## config.mk

```make
export PLATFORM = sky130hd
export DESIGN_NAME = nes_dma_top
export DESIGN_NICKNAME = d
export VERILOG_FILES = /design/src/logic/nes_dma_pkg.sv /design/src/logic/cpu_phase_divider.sv /design/src/logic/dmc_dma_unit.sv /design/src/logic/nes_dma_top.sv /design/src/logic/oam_dma_engine.sv
export SDC_FILE = /design/constraint.sdc
export NUM_CORES = 1
export LEC_CHECK = 0
export BUFFER_PORTS_ARGS = -buffer_cell sky130_fd_sc_hd__buf_4
export CAP_MARGIN = 30
export CELL_PAD_IN_SITES_DETAIL_PLACEMENT = 0
export CELL_PAD_IN_SITES_GLOBAL_PLACEMENT = 1
export CORE_ASPECT_RATIO = 0.5
export CORE_MARGIN = 2
export CORE_UTILIZATION = 31
export DETAILED_ROUTE_END_ITERATION = 7
export GPL_TIMING_DRIVEN = 0
export PLACE_DENSITY_LB_ADDON = 0.05
export REMOVE_ABC_BUFFERS = 1
export SLEW_MARGIN = 5
export SYNTH_ARGS = -nofsm -noshare
export SYNTH_HDL_FRONTEND = slang
export SYNTH_SLANG_ARGS = --single-unit
```

## constraint.sdc

```tcl
create_clock -name clk -period 1.8 [get_ports clk]
set_input_delay 0.09 -clock clk [delete_from_list [all_inputs] [get_ports clk]]
set_output_delay 0.09 -clock clk [all_outputs]
set_load 0.01 [all_outputs]
```

## src/logic/nes_dma_pkg.sv

```systemverilog
//======================================================================
// NES DMA shared types, bus register addresses and packed structs
//======================================================================
`default_nettype none

package nes_dma_pkg;

	typedef logic [15:0] addr_t;    // CPU bus address
	typedef logic [7:0]  byte_t;    // Bus data byte

	localparam addr_t OAM_DMA_REG  = 16'h4014;  // Sprite DMA page register
	localparam addr_t OAM_DATA_REG = 16'h2004;  // PPU OAM data port, target of DMA writes

	localparam int DEFAULT_CPU_DIV = 12;        // Master clocks per CPU cycle

	// CPU cycle strobes
	// get_ce and put_ce fire on the cpu_ce that opens a cycle of that kind
	typedef struct packed {
		logic cpu_ce;       // One clock per CPU cycle
		logic put_cycle;    // High during odd (put) cycles
		logic get_ce;       // Tick into a get cycle
		logic put_ce;       // Tick into a put cycle
	} phase_t;

	// Bus request from the CPU core
	typedef struct packed {
		addr_t addr;
		byte_t wdata;
		logic  rnw;             // 1 while reading
		logic  write_strobe;    // Single clock on a CPU write
	} cpu_bus_t;

	// DMA side of the bus
	typedef struct packed {
		addr_t addr;
		byte_t wdata;
		logic  enable;      // DMA owns the bus
		logic  read;        // 1 = read, 0 = write
	} dma_bus_t;

	// Sample fetch request from the DMC channel
	typedef struct packed {
		logic  trigger;     // Held until acknowledged
		addr_t addr;
	} dmc_req_t;

endpackage

`default_nettype wire

```

## src/logic/cpu_phase_divider.sv

```systemverilog
//======================================================================
// CPU clock divider, makes the CPU enable and the get/put phase
//======================================================================
`timescale 1ns/10ps
`default_nettype none

module cpu_phase_divider
	import nes_dma_pkg::*;
#(
	parameter int CPU_DIV = DEFAULT_CPU_DIV
) (
	input  logic   clk,
	input  logic   reset,
	output phase_t phase
);

	localparam int CNT_W = $clog2(CPU_DIV + 1);

	logic [CNT_W-1:0] div_count;    // Runs 1 .. CPU_DIV
	logic             cpu_ce;
	logic             put_cycle;    // 1 == odd (put), 0 == even (get)

	assign cpu_ce = (div_count == CNT_W'(CPU_DIV));

	always_ff @(posedge clk) begin
		if (reset) begin
			div_count <= CNT_W'(1);
			put_cycle <= 1'b1;      // First cycle out of reset is a put
		end else begin
			div_count <= cpu_ce ? CNT_W'(1) : div_count + CNT_W'(1);
			if (cpu_ce)
				put_cycle <= ~put_cycle;    // Strict get/put alternation
		end
	end

	// Phase is split here only, the DMA blocks just use the strobes
	assign phase.cpu_ce    = cpu_ce;
	assign phase.put_cycle = put_cycle;
	assign phase.get_ce    = cpu_ce & put_cycle;    // Put ends, get begins
	assign phase.put_ce    = cpu_ce & ~put_cycle;   // Get ends, put begins

	// One tick type at a time
	assert property (@(posedge clk) disable iff (reset)
		!(phase.get_ce && phase.put_ce))
	else
		$error("get_ce and put_ce high together");

	// CPU tick spacing is exactly CPU_DIV master clocks
	assert property (@(posedge clk) disable iff (reset)
		phase.cpu_ce |=> !phase.cpu_ce [* CPU_DIV - 1] ##1 phase.cpu_ce)
	else
		$error("cpu_ce period differs from CPU_DIV");

endmodule

`default_nettype wire

```

## src/logic/dmc_dma_unit.sv

```systemverilog
//======================================================================
// DMC DMA, steals one get cycle per sample fetch and pauses the CPU
//======================================================================
`timescale 1ns/10ps
`default_nettype none

module dmc_dma_unit
	import nes_dma_pkg::*;
(
	input  logic     clk,
	input  logic     reset,
	input  phase_t   phase,
	input  logic     cpu_rnw,
	input  dmc_req_t dmc_req,
	output logic     dmc_ack,
	output logic     dmc_busy,
	output logic     dmc_pause
);

	// Set for one put cycle and the get cycle after it
	logic dmc_state;

	always_ff @(posedge clk) begin
		if (reset) begin
			dmc_state <= 1'b0;
		end else if (phase.put_ce) begin
			if (dmc_state)
				dmc_state <= 1'b0;              // Stolen get cycle is over
			else if (dmc_req.trigger && cpu_rnw)
				dmc_state <= 1'b1;              // Only once the CPU sits in a read
		end
	end

	// The channel can drop its request before the slot ends,
	// so the ack follows the trigger too
	assign dmc_ack = dmc_state & ~phase.put_cycle & dmc_req.trigger;

	assign dmc_busy  = dmc_state;
	assign dmc_pause = dmc_req.trigger | dmc_state;    // Halt from request to end of fetch

	// Ack only inside a get cycle of the divider
	assert property (@(posedge clk) disable iff (reset)
		dmc_ack |-> !phase.put_cycle)
	else
		$error("dmc_ack outside a get cycle");

endmodule

`default_nettype wire

```

## src/logic/nes_dma_top.sv

```systemverilog
//======================================================================
// NES DMA top, CPU phase divider plus DMC and sprite DMA controllers
//======================================================================
`timescale 1ns/10ps
`default_nettype none

module nes_dma_top
	import nes_dma_pkg::*;
#(
	parameter int CPU_DIV = DEFAULT_CPU_DIV
) (
	input  logic     clk,
	input  logic     reset,
	input  cpu_bus_t cpu_bus,
	input  dmc_req_t dmc_req,
	input  byte_t    bus_rdata,
	output dma_bus_t dma_bus,
	output logic     dmc_ack,
	output logic     pause_cpu
);

	phase_t phase;          // CPU tick and get/put strobes
	logic   dmc_busy;       // DMC fetch in progress
	logic   dmc_pause;

	cpu_phase_divider #(
		.CPU_DIV (CPU_DIV)
	) u_divider (
		.clk   (clk),
		.reset (reset),
		.phase (phase)
	);

	dmc_dma_unit u_dmc (
		.clk       (clk),
		.reset     (reset),
		.phase     (phase),
		.cpu_rnw   (cpu_bus.rnw),
		.dmc_req   (dmc_req),
		.dmc_ack   (dmc_ack),
		.dmc_busy  (dmc_busy),
		.dmc_pause (dmc_pause)
	);

	oam_dma_engine u_oam (
		.clk       (clk),
		.reset     (reset),
		.phase     (phase),
		.cpu_bus   (cpu_bus),
		.dmc_req   (dmc_req),
		.dmc_ack   (dmc_ack),
		.dmc_busy  (dmc_busy),
		.dmc_pause (dmc_pause),
		.bus_rdata (bus_rdata),
		.dma_bus   (dma_bus),
		.pause_cpu (pause_cpu)
	);

endmodule

`default_nettype wire

```

## src/logic/oam_dma_engine.sv

```systemverilog
//======================================================================
// Sprite DMA, copies one 256 byte page to OAM and muxes the DMA bus
//======================================================================
`timescale 1ns/10ps
`default_nettype none

module oam_dma_engine
	import nes_dma_pkg::*;
(
	input  logic     clk,
	input  logic     reset,
	input  phase_t   phase,
	input  cpu_bus_t cpu_bus,
	input  dmc_req_t dmc_req,
	input  logic     dmc_ack,
	input  logic     dmc_busy,
	input  logic     dmc_pause,
	input  byte_t    bus_rdata,
	output dma_bus_t dma_bus,
	output logic     pause_cpu
);

	// Bit 0 means the CPU is held, bit 1 means the transfer runs
	localparam logic [1:0] OAM_IDLE    = 2'b00;
	localparam logic [1:0] OAM_PENDING = 2'b01;
	localparam logic [1:0] OAM_ACTIVE  = 2'b11;

	logic [1:0] oam_state;
	addr_t      page_addr;      // Page in the high byte, byte index in the low byte
	byte_t      byte_latch;     // Fetched byte, held for its put cycle
	logic [8:0] addr_next;      // Bit 8 is the carry out of the index
	logic       oam_start;
	logic       oam_owns;       // Sprite DMA drives the bus

	assign oam_start = cpu_bus.write_strobe && (cpu_bus.addr == OAM_DMA_REG) && phase.cpu_ce;
	assign addr_next = {1'b0, page_addr[7:0]} + 9'd1;

	// A get cycle taken by the DMC is not ours
	assign oam_owns = oam_state[1] && !(dmc_busy && !phase.put_cycle);

	always_ff @(posedge clk) begin
		if (reset) begin
			oam_state <= OAM_IDLE;
		end else if (oam_state[1] && phase.get_ce && addr_next[8]) begin
			oam_state <= OAM_IDLE;      // Byte FF is written, page done
		end else if (oam_state[1] && phase.put_ce && dmc_busy) begin
			oam_state <= OAM_PENDING;   // Sit out the put, nothing new was fetched
		end else if (oam_state == OAM_PENDING && phase.get_ce && cpu_bus.rnw) begin
			oam_state <= OAM_ACTIVE;    // Next cycle is a get, start reading
		end else if (oam_start) begin
			oam_state <= OAM_PENDING;
		end
	end

	always_ff @(posedge clk) begin
		if (oam_start)
			page_addr <= {cpu_bus.wdata, 8'h00};
		else if (oam_state[1] && phase.get_ce)
			page_addr[7:0] <= addr_next[7:0];   // Advance once the put is done

		// Follow read data through our get cycle, the last clock wins
		if (oam_owns && !phase.put_cycle)
			byte_latch <= bus_rdata;
	end

	// DMC fetch first, then page read on get, OAM port on put
	always_comb begin
		if (dmc_ack)
			dma_bus.addr = dmc_req.addr;
		else if (!phase.put_cycle)
			dma_bus.addr = page_addr;
		else
			dma_bus.addr = OAM_DATA_REG;
	end

	assign dma_bus.wdata  = byte_latch;
	assign dma_bus.enable = dmc_ack | oam_owns;
	assign dma_bus.read   = ~phase.put_cycle;          // Get reads, put writes

	assign pause_cpu = oam_state[0] | dmc_pause;

	// 2'b10 has no meaning
	assert property (@(posedge clk) disable iff (reset)
		oam_state != 2'b10)
	else
		$error("OAM DMA state in unused encoding");

	// A DMC ack owns the bus alone, the sprite copy stands aside
	assert property (@(posedge clk) disable iff (reset)
		dmc_ack |-> dma_bus.enable && !oam_owns)
	else
		$error("DMC ack without sole DMA bus ownership");

endmodule

`default_nettype wire

```

==> impl_metrics.toml, run 1 <==
[logic_synthesis]
avgSynthCellArea_sq_um = 9.11
synth_area_sq_um = 1500
syn_inst = 165
ys_ff_latch = 32
ys_warn_count = 0
synth.distinct_cells = 31
ys_seq_area_share_pct = 53.3

[critical_path]
cp_top_family = "simple AND/OR/NAND/NOR gates"
cp_slowest_stage_delay_ns = 0.52
cp.arrival_ns = 1.92
r2r_start = "u_divider.div_count[0]"
rr_worst_depth = 6
r2r-end = "u_oam.oam_state[1]"
crit_buf_inv = 1
path_max_fanout = 5
crit_type = "flop to flop"
worst-r2r-setup-slack_ns = 0.10
crit_path_top_delay_cell = "or4_4"
crit_required_ns = 2.02
critical_path.cell_chain = "inv_1, ha_2, nand3_4, or4_4, a221oi_2, a21boi_2"
worst_setup_path_end_kind = "flop"
cp-start-kind = "flop"

[floorplanning]
num_rows = 17
die_h_microns = 53.2
die_x_microns = 102
core_region_area_sq_um = 4530
die-area_sq_um = 5450
initial_core_util_pct = 33.2
io_pins = 81

[grt]
grt_usage_pct = 14.8
antenna_found_initial = 0
gr-total-overflow = 0
grt_max_degree = 19
grt_pass1_wl_microns = 5980
grt_pass1_vias = 1328

[sta]
setup_viol = 0
timing.hold.ws_ns = 0.0332
maxSlewViolCount = 0
setup_slack_ns = 0.102
max_slew.worst_pin.slew_ns = 0.336
rsz0062_at_grt = "false"
fmax_mhz = 589
finalHoldViolCount = 0
finalCritPeriodShare_pct = 94.4
slew_headroom_pct = 77.4
tns_ns = 0
fin_skew_ns = 0.00716
fin_crit_ns = 1.70

[run_status]
status = "completed"

[clock_network]
path_clk_slew_ns = 0.07
htree_levels = 2
cts_buffer_depth = 2
cts_buffers = 5
tritoncts_num_sinks = 32
cts_tree = "yes"
clock-root-buffer = "clkbuf_8"
clk_latency_ns = 0.28

[drt]
wl_per_cell_microns = 11.6
vias = 1525
drtPass1Iterations = 4
first_iter_violations = 43
post-route-drc-count = 0
wl_microns = 3970
postRouteAntennaNets = 0
viasPerCell = 4.47

[placed_design]
hpwl_microns = 2850
gp_congestion = 0.736
io_buffers = 80
post-place-ws_ns = -0.786

[final_layout]
n_antenna_cell = 0
area_growth_pct = 69.5
fillers = 428
drive_above_1_share_pct = 40.4
finalNetCount = 330

[power]
p_leak_nw = 1.16
powerDensity_nw_per_um2 = 578
vdd_drop_max_uv = 295

[hold_path]
whs_endpoint = "u_dmc.dmc_busy"
hold_class = "input port to flop"
hold_path.startpoint = "reset"
hold-path-cell-count = 2

[flow_run]
drv_cap = 0
## per-stage QoR
stage	util, %	instances	power [mW]	instance area [sq um]
after floorplan	-	159	0.828	1470
after global placement	47.6	305	0.921	2160
after detailed placement	48.1	307	0.926	2180
after CTS	55.0	335	1.49	2490
after global routing	56.2	341	1.54	2550
final	56.2	341	1.47	2550
## synth_stat cells, drive strengths merged
| cell | instances | area, sq um |
|---|---|---|
| nand4 | 2 | 12.5 |
| clkbuf | 3 | 11.3 |
| nand3 | 20 | 105 |
| a221oi | 1 | 15.0 |
| nor4 | 5 | 31.3 |
| a21boi | 1 | 11.3 |
| o21ai | 4 | 20.0 |
| or3 | 2 | 12.5 |
| ha | 3 | 37.5 |
| edfxtp | 16 | 480 |
| nand2b | 1 | 6.26 |
| a21o | 1 | 7.51 |
| dfxtp | 16 | 320 |
| inv | 7 | 26.3 |
| xnor2 | 8 | 70.1 |
| nor3 | 7 | 35.0 |
| and3 | 2 | 12.5 |
| or4 | 1 | 11.3 |
| o31a | 1 | 8.76 |
| nand2 | 43 | 161 |
| a31oi | 1 | 6.26 |
| buf | 3 | 17.5 |
| nor2 | 10 | 37.5 |
| o31ai | 1 | 7.51 |
| a311oi | 1 | 8.76 |
| nor4bb | 1 | 10.0 |
| clkinv | 1 | 3.75 |
| a21oi | 3 | 15.0 |
## registers in the layout (all words and copies together) (netlist names)
name / cells
u_divider.div_count: 4
u_divider.put_cycle: 1
u_dmc.dmc_busy: 1
u_oam.byte_latch: 8
u_oam.oam_state: 2
u_oam.page_addr: 16
## timing repair
| item | in CTS | in global routing |
|---|---|---|
| hold endpoints to repair | 16 | 0 |
| resized for setup | 8 | 3 |
| pin swaps | 1 | 2 |
| hold buffers | 16 | 0 |
| buffers inserted | 4 | 5 |
| endpoints found under the setup margin | 33 | 11 |
## worst max path at each step
stage               cells after the start  slack (ns)                    from             endpoint
floorplan                               4       -1.04  u_divider.div_count[0]  u_oam.page_addr[10]
finish                                  6        0.10  u_divider.div_count[0]   u_oam.oam_state[1]
detailed placement                      5       -0.79     u_divider.put_cycle          dma_bus[17]
CTS                                     6        0.02  u_divider.div_count[0]   u_oam.page_addr[9]
global placement                        4       -1.99  u_divider.div_count[0]  u_oam.page_addr[10]
global route                            6        0.01  u_divider.div_count[0]   u_oam.oam_state[1]
## cells in the final DEF (no fill, tap or decap), drive strengths merged, types with 4 or more instances in the layout
cell type,n
buf,92
nand2,43
nand3,20
dlygate4sd3,16
edfxtp,16
dfxtp,16
nor2,10
xnor2,8
inv,7
nor3,7
clkbuf,5
nor4,5
o21ai,4
clkinv,4
## cells by family (layout without fill, tap and decap cells)
family	Yosys count	count (layout)	synth area share [%]
simple gates	94	94	29.0
flops	32	32	53.3
compound gates	14	14	6.66
buf+inv	14	124	3.91
xor+xnor	8	8	4.66
fa+ha+maj	3	3	2.50
## report_power, final
group | total [mW] | leakage, nW | switching (mW) | internal [mW]
combinational | 0.157 | 0.842 | 0.0427 | 0.114
sequential | 0.787 | 0.273 | 0.0134 | 0.773
clock | 0.528 | 0.0479 | 0.259 | 0.269
total | 1.47 | 1.16 | 0.316 | 1.16
## worst reg2reg max path: cells and delay by family, from the launching register on
family                   cells  cell delay (ns)
AO/OA/AOI/OAI                2             0.38
adder cells (fa/ha/maj)      1             0.21
buffers and inverters        1             0.07
flip-flops                   1             0.35
AND/OR/NAND/NOR              2             0.63
## layer usage
| layer | share of wire (%) | track usage (%) | wire (microns) |
|---|---|---|---|
| met5 | 0 | 0 | 0 |
| met4 | 0.25 | 3.33 | 10 |
| met3 | 7.3 | 5.02 | 288 |
| met2 | 44 | 23.4 | 1740 |
| met1 | 49 | 19.8 | 1920 |
## area by class of cell
type	instances	area [sq um]	share of cell area (%)
Timing Repair Buffer	108	852	33.4
Multi-Input combinational cell	119	686	26.9
Tap cell	66	82.6	3.24
Clock inverter	3	18.8	0.737
Inverter	8	37.5	1.47
Sequential cell	32	802	31.5
Clock buffer	5	68.8	2.70
No activity file was read; power rests on OpenSTA's default activity.
==> run 2: changes to the inputs <==
--- a/config.mk
+++ b/config.mk
@@ -5,15 +5,18 @@
 export SDC_FILE = /design/constraint.sdc
 export NUM_CORES = 1
 export LEC_CHECK = 0
+export ABC_AREA = 1
 export BUFFER_PORTS_ARGS = -buffer_cell sky130_fd_sc_hd__buf_4
 export CAP_MARGIN = 30
 export CELL_PAD_IN_SITES_DETAIL_PLACEMENT = 0
 export CELL_PAD_IN_SITES_GLOBAL_PLACEMENT = 1
 export CORE_ASPECT_RATIO = 0.5
 export CORE_MARGIN = 2
-export CORE_UTILIZATION = 31
+export CORE_UTILIZATION = 32
+export CTS_CLUSTER_SIZE = 12
 export DETAILED_ROUTE_END_ITERATION = 7
 export GPL_TIMING_DRIVEN = 0
+export HOLD_SLACK_MARGIN = 0.15
 export PLACE_DENSITY_LB_ADDON = 0.05
 export REMOVE_ABC_BUFFERS = 1
 export SLEW_MARGIN = 5
==> run 2 against run 1 <==
Effect of this change:
- critical path type unchanged
- critical path depth did not move
- highest routed layer unchanged
- largest power group unchanged
- worst hold slack improved by 0.30 ns
- count of clock-buffer cells in the layout increased by 1
==> impl_metrics.toml, run 2 <==
[grt]
grt_usage_pct = 15.2
grt_pass1_wl_microns = 6650
grt_max_degree = 16
grt_pass1_vias = 1464
gr-total-overflow = 0
antenna_found_initial = 0

[logic_synthesis]
yosysTopAreaCell = "edfxtp_1"
syn_inst = 205
synth.distinct_cells = 26
synth_most_common_cell = "nand2_1"
synth_area_sq_um = 1650
ys_warn_count = 0
synth-async-reset-ratio_pct = 0
synth_edf_count = 16
avgSynthCellArea_sq_um = 8.03
synth_top_cell_area_share_pct = 29.2
synth_flop_cell = "edfxtp_1"
synthTopCellsByCount = "nand2_1, nor2_1, inv_1"
ys_seq_area_share_pct = 48.6
ys_ff_latch = 32
yosys-top-cells-area = "edfxtp_1, dfxtp_1, nand2_1"

[sta]
slew_headroom_pct = 72.7
fin_crit_ns = 1.69
maxSlewViolCount = 0
finalCritPeriodShare_pct = 93.7
tns_ns = 0
timing.hold.ws_ns = 0.335
max_slew.worst_pin.slew_ns = 0.410
setup_viol = 0
fmax_mhz = 593
finalHoldViolCount = 0
fin_skew_ns = 0.00407

[final_layout]
n_antenna_cell = 0
largest_reg_flops = 16
finalNetCount = 367
top_register = "u_oam.page_addr"
fin_util_pct = 54.2
final_common_cell = "buf_4"
final_cell_mix = "buf_4, nand2_1, nor2_1, inv_1, dlygate4sd3_1"
largest_registers = "u_oam.page_addr: 16 flops, u_oam.byte_latch: 8 flops, u_divider.div_count: 4 flops"
final_cell_count_no_fill = 382
drive_above_1_share_pct = 35.3
area_growth_pct = 62.4

[drt]
post-route-drc-count = 0
postRouteAntennaNets = 0
vias = 1623
first_iter_violations = 49
wl_per_cell_microns = 11.0
wl_microns = 4190
drtPass1Iterations = 4
viasPerCell = 4.25

[floorplanning]
die_x_microns = 105
initial_core_util_pct = 33.4
num_rows = 18
die-area_sq_um = 5770
core_region_area_sq_um = 4930
io_pins = 81
die_h_microns = 54.7

[flow_run]
drv_cap = 0

[power]
fin_total_pwr_mw = 1.62
vdd_drop_max_uv = 400
powerDensity_nw_per_um2 = 606
p_leak_nw = 1.22

[critical_path]
path_max_fanout = 9
crit_top_cell = "inv_1"
cp-start-kind = "flop"
cp.arrival_ns = 1.64
crit_type = "flop to flop"
crit_required_ns = 1.75
cp_slowest_stage_delay_ns = 0.33
crit_path_top_delay_cell = "dfxtp_2"
worst_setup_path_end_kind = "flop"
critical_path.cell_chain = "inv_1, ha_1, nand3_4, nor2_1, nand3_1, inv_1"

[hold_path]
hold_class = "input port to flop"

[placed_design]
io_buffers = 80
gp_congestion = 0.744
hpwl_microns = 2980
dp_cells = 350

[clock_network]
clock-root-buffer = "clkbuf_8"
tritoncts_num_sinks = 32
cts_buffers = 5
clk_latency_ns = 0.28
cts_buffer_depth = 2
cts_tree = "yes"
path_clk_slew_ns = 0.07
htree_levels = 2

[run_status]
status = "completed"
==> run 2: changes by cell type after synthesis, sizes merged, moves of 3 or more <==
cell	previous run	this run
xnor2	8	1
nor4	5	0
clkbuf	3	0
inv	7	22
o31ai	1	5
nand2	43	52
nor2	10	44
or2	0	3
nand3	20	12
o21ai	4	16
nor3	7	0
==> run 2: where the power goes <==
group	internal, mW	leakage (nW)	switching (mW)
Clock	0.411	0.0552	0.263
Combinational	0.117	0.889	0.0492
Sequential	0.771	0.273	0.00909
Total	1.30	1.22	0.321
==> run 2: worst paths after layout <==
kind / slack, ns / end / cells after the start / from
setup / recovery: 0.11 / u_oam.page_addr[13] / 6 / u_divider.div_count[0]
hold reg to reg: 0.43 / u_divider.div_count[0] / 1 / u_divider.div_count[0]
hold / removal: 0.34 / u_oam.page_addr[0] / 7 / cpu_bus[22]
setup reg to reg: 0.11 / u_oam.page_addr[13] / 6 / u_divider.div_count[0]
==> run 2: kinds of logic after synthesis <==
| family | Yosys count | share of synthesized area (%) |
|---|---|---|
| AOI/OAI and AO/OA | 29 | 10.1 |
| xor gates and xnor gates | 1 | 0.532 |
| adders and majority gates | 3 | 2.28 |
| buffers and inverters | 27 | 6.84 |
| DFF | 32 | 48.6 |
| and+or+nand+nor | 113 | 31.6 |
==> run 2: metal layers <==
metal	up-vias	routed length [microns]	track usage [%]
met5	-	0	0
met4	0	15	4.00
met3	2	369	4.64
met2	59	1720	24.4
met1	683	2080	20.3
li1	879	-	-
==> run 2: metrics by stage <==
stage                     instance area (sq um)  worst slack, ns
final                                      2670            0.114
after global routing                       2670        -0.000120
after floorplan                            1620            0.217
after CTS                                  2670           0.0289
after global placement                     2300           -0.123
after detailed placement                   2300           -0.172
==> run 2: what timing repair did <==
action / in CTS / in global routing
buffers inserted: 3 / 0
hold endpoints to repair: 21 / 0
endpoints found under the setup margin: 26 / 21
cloned: 1 / 0
resized for setup: 4 / 4
hold buffers: 20 / 0
pin swaps: 2 / 0
==> run 2: worst max-delay path: cells and delay by family, from the launching register on <==
kind	cells	cell delay (ns)
adders and majority gates	1	0.19
DFF	1	0.33
and+or+nand+nor	3	0.48
buffers and inverters	2	0.36
==> run 2: final cells by class <==
class / count / area [sq um]
clock inverters: 2 / 35.0
flip-flops and latches: 32 / 806
clock buffers: 6 / 72.6
inverters: 22 / 87.6
fillers: 475 / 2260
multi-input cells: 147 / 749
well taps: 70 / 87.6
repair buffers: 103 / 836
==> run 3: changes to the inputs <==
--- a/config.mk
+++ b/config.mk
@@ -12,7 +12,7 @@
 export CELL_PAD_IN_SITES_GLOBAL_PLACEMENT = 1
 export CORE_ASPECT_RATIO = 0.5
 export CORE_MARGIN = 2
-export CORE_UTILIZATION = 32
+export CORE_UTILIZATION = 34
 export CTS_CLUSTER_SIZE = 12
 export DETAILED_ROUTE_END_ITERATION = 7
 export GPL_TIMING_DRIVEN = 0
==> constraint.sdc (replaced) <==
create_clock -name clk -period 2.12 [get_ports clk]
set_input_delay 0.106 -clock clk [delete_from_list [all_inputs] [get_ports clk]]
set_output_delay 0.106 -clock clk [all_outputs]
set_load 0.01 [all_outputs]
==> run 3 against run 2 <==
Effect of this change:
- flip-flop and latch count unchanged
- clock power decreased by 13%
- setup slack better by 0.036 ns
- sequential power down 15%
- critical path depth did not move
- via count rose by 1.6%
- design area down 1.1%
- final cell count shrank 1.6%
- register-to-register slack gained 0.18 ns
- global-route usage grew 1.8 points
- critical endpoint is now dma_bus[21]
==> impl_metrics.toml, run 3 (synthesis gave the netlist of run 2 again) <==
[final_layout]
final_cell_count_no_fill = 376
drive_above_1_share_pct = 34.5
seq_area_sq_um = 801
multi_input_area_sq_um = 747
fillers = 436
area_growth_pct = 60.6
n_antenna_cell = 0
top_register = "u_oam.page_addr"
largest_registers = "u_oam.page_addr: 16 flops, u_oam.byte_latch: 8 flops, u_divider.div_count: 4 flops"
final_cell_mix = "buf_4, nand2_1, nor2_1, inv_1, dlygate4sd3_1"
largest_reg_flops = 16
final_common_cell = "buf_4"
finalNetCount = 365

[clock_network]
cts_buffer_depth = 2
htree_levels = 2
clock-root-buffer = "clkbuf_8"
path_clk_slew_ns = 0.07
cts_tree = "yes"
tritoncts_num_sinks = 32
clk_latency_ns = 0.28
cts_buffers = 5

[critical_path]
cp.arrival_ns = 1.86
worst-r2r-setup-slack_ns = 0.29
r2r-end = "u_oam.byte_latch[6]"
worst_setup_path_end_kind = "output pin"
r2r_start = "u_divider.put_cycle"
rr_worst_depth = 4
crit_required_ns = 2.01
path_max_fanout = 15
crit_type = "flop to output pin"
cp-start-kind = "flop"

[sta]
setup_viol = 0
maxSlewViolCount = 0
max_slew.worst_pin.slew_ns = 0.484
rsz0062_at_grt = "false"
finalCritPeriodShare_pct = 93.0
fin_skew_ns = 0.000994
tns_ns = 0
fmax_mhz = 507
fin_crit_ns = 1.97
slew_headroom_pct = 67.7
finalHoldViolCount = 0

[drt]
postRouteAntennaNets = 0
wl_met2_microns = 1980
viasPerCell = 4.39
wl_met1_microns = 2180
drtPass1Iterations = 4
post-route-drc-count = 0
vias = 1649
first_iter_violations = 45
top_layer = "met4"
wl_microns = 4520
wl_per_cell_microns = 12.0
met3_length_microns = 315

[floorplanning]
num_rows = 17
initial_core_util_pct = 36.3
die_h_microns = 53.2
die-area_sq_um = 5450
io_pins = 81
core_region_area_sq_um = 4530
die_x_microns = 102

[grt]
antenna_found_initial = 0
grt_pass1_vias = 1494
grt_usage_pct = 17.0
grt_max_degree = 17
grt_pass1_wl_microns = 6750
gr-total-overflow = 0

[hold_path]
whs_endpoint = "u_oam.oam_state[1]"
hold-path-cell-count = 3
hold_class = "input port to flop"
hold_path.startpoint = "cpu_bus[1]"

[power]
p_leak_nw = 1.21
vdd_drop_max_uv = 208
powerDensity_nw_per_um2 = 525

[placed_design]
gp_congestion = 0.721
io_buffers = 80
hpwl_microns = 3140
dp_cells = 346

[flow_run]
drv_cap = 0

[run_status]
status = "completed"
==> run 3: final cells by class <==
type | count | share of cell area, %
inverter | 22 | 3.22
clock buffer | 5 | 2.60
sequential | 32 | 30.3
tap | 66 | 3.12
multi-input combinational | 147 | 28.2
clock inverter | 3 | 1.61
timing repair buffer | 101 | 30.9
==> run 3: power by group <==
| part | internal [mW] | leakage (nW) | switching [mW] | total (mW) |
|---|---|---|---|---|
| clock network | 0.348 | 0.0541 | 0.237 | 0.585 |
| registers | 0.655 | 0.274 | 0.00814 | 0.664 |
| logic | 0.0980 | 0.880 | 0.0421 | 0.140 |
==> run 3: through the flow <==
step	setup WS [ns]	util, %	hold slack (ns)	instance area (sq um)	power (mW)
6_report	0.149	58.4	0.164	2650	1.39
5_1_grt	0.0389	58.4	0.172	2650	1.44
4_1_cts	0.0351	57.7	0.157	2620	1.40
3_5_place_dp	0.150	50.8	0.286	2300	0.789
3_3_place_gp	0.131	50.8	0.284	2300	0.785
2_1_floorplan	0.521	-	0.205	1620	0.705
==> run 3: metal layers <==
| metal | GRT usage (%) | vias to the layer above |
|---|---|---|
| met5 | 0 | - |
| met4 | 4.67 | 0 |
| met3 | 5.02 | 4 |
| met1 | 20.4 | 712 |
| li1 | - | 875 |
| met2 | 29.9 | 58 |
==> run 3: worst max-delay path by stage <==
stage                                    from  cells after the start          end  slack [ns]
after global placement    u_divider.put_cycle                      6  dma_bus[12]        0.13
final                     u_divider.put_cycle                      6  dma_bus[21]        0.15
after CTS                 u_divider.put_cycle                      6  dma_bus[12]        0.04
after global routing      u_divider.put_cycle                      6  dma_bus[18]        0.04
after floorplan           u_divider.put_cycle                      5  dma_bus[12]        0.52
after detailed placement  u_divider.put_cycle                      6  dma_bus[12]        0.15
==> run 3: critical path, stage by stage, from the launching register on <==
cell and delay (ns):
dfxtp_1 0.62, inv_4 0.18, nand2_2 0.21, nor2_4 0.07, buf_4 0.17, o21ai_0 0.17
buf_4 0.15
==> run 3: timing repair <==
item / in CTS / in global routing
endpoints found under the hold margin: 21 / 0
endpoints found under the setup margin: 17 / 10
buffers inserted: 0 / 2
pin swaps: 1 / 1
resized for setup: 2 / 1
cloned: 1 / 0
hold buffers: 19 / 0
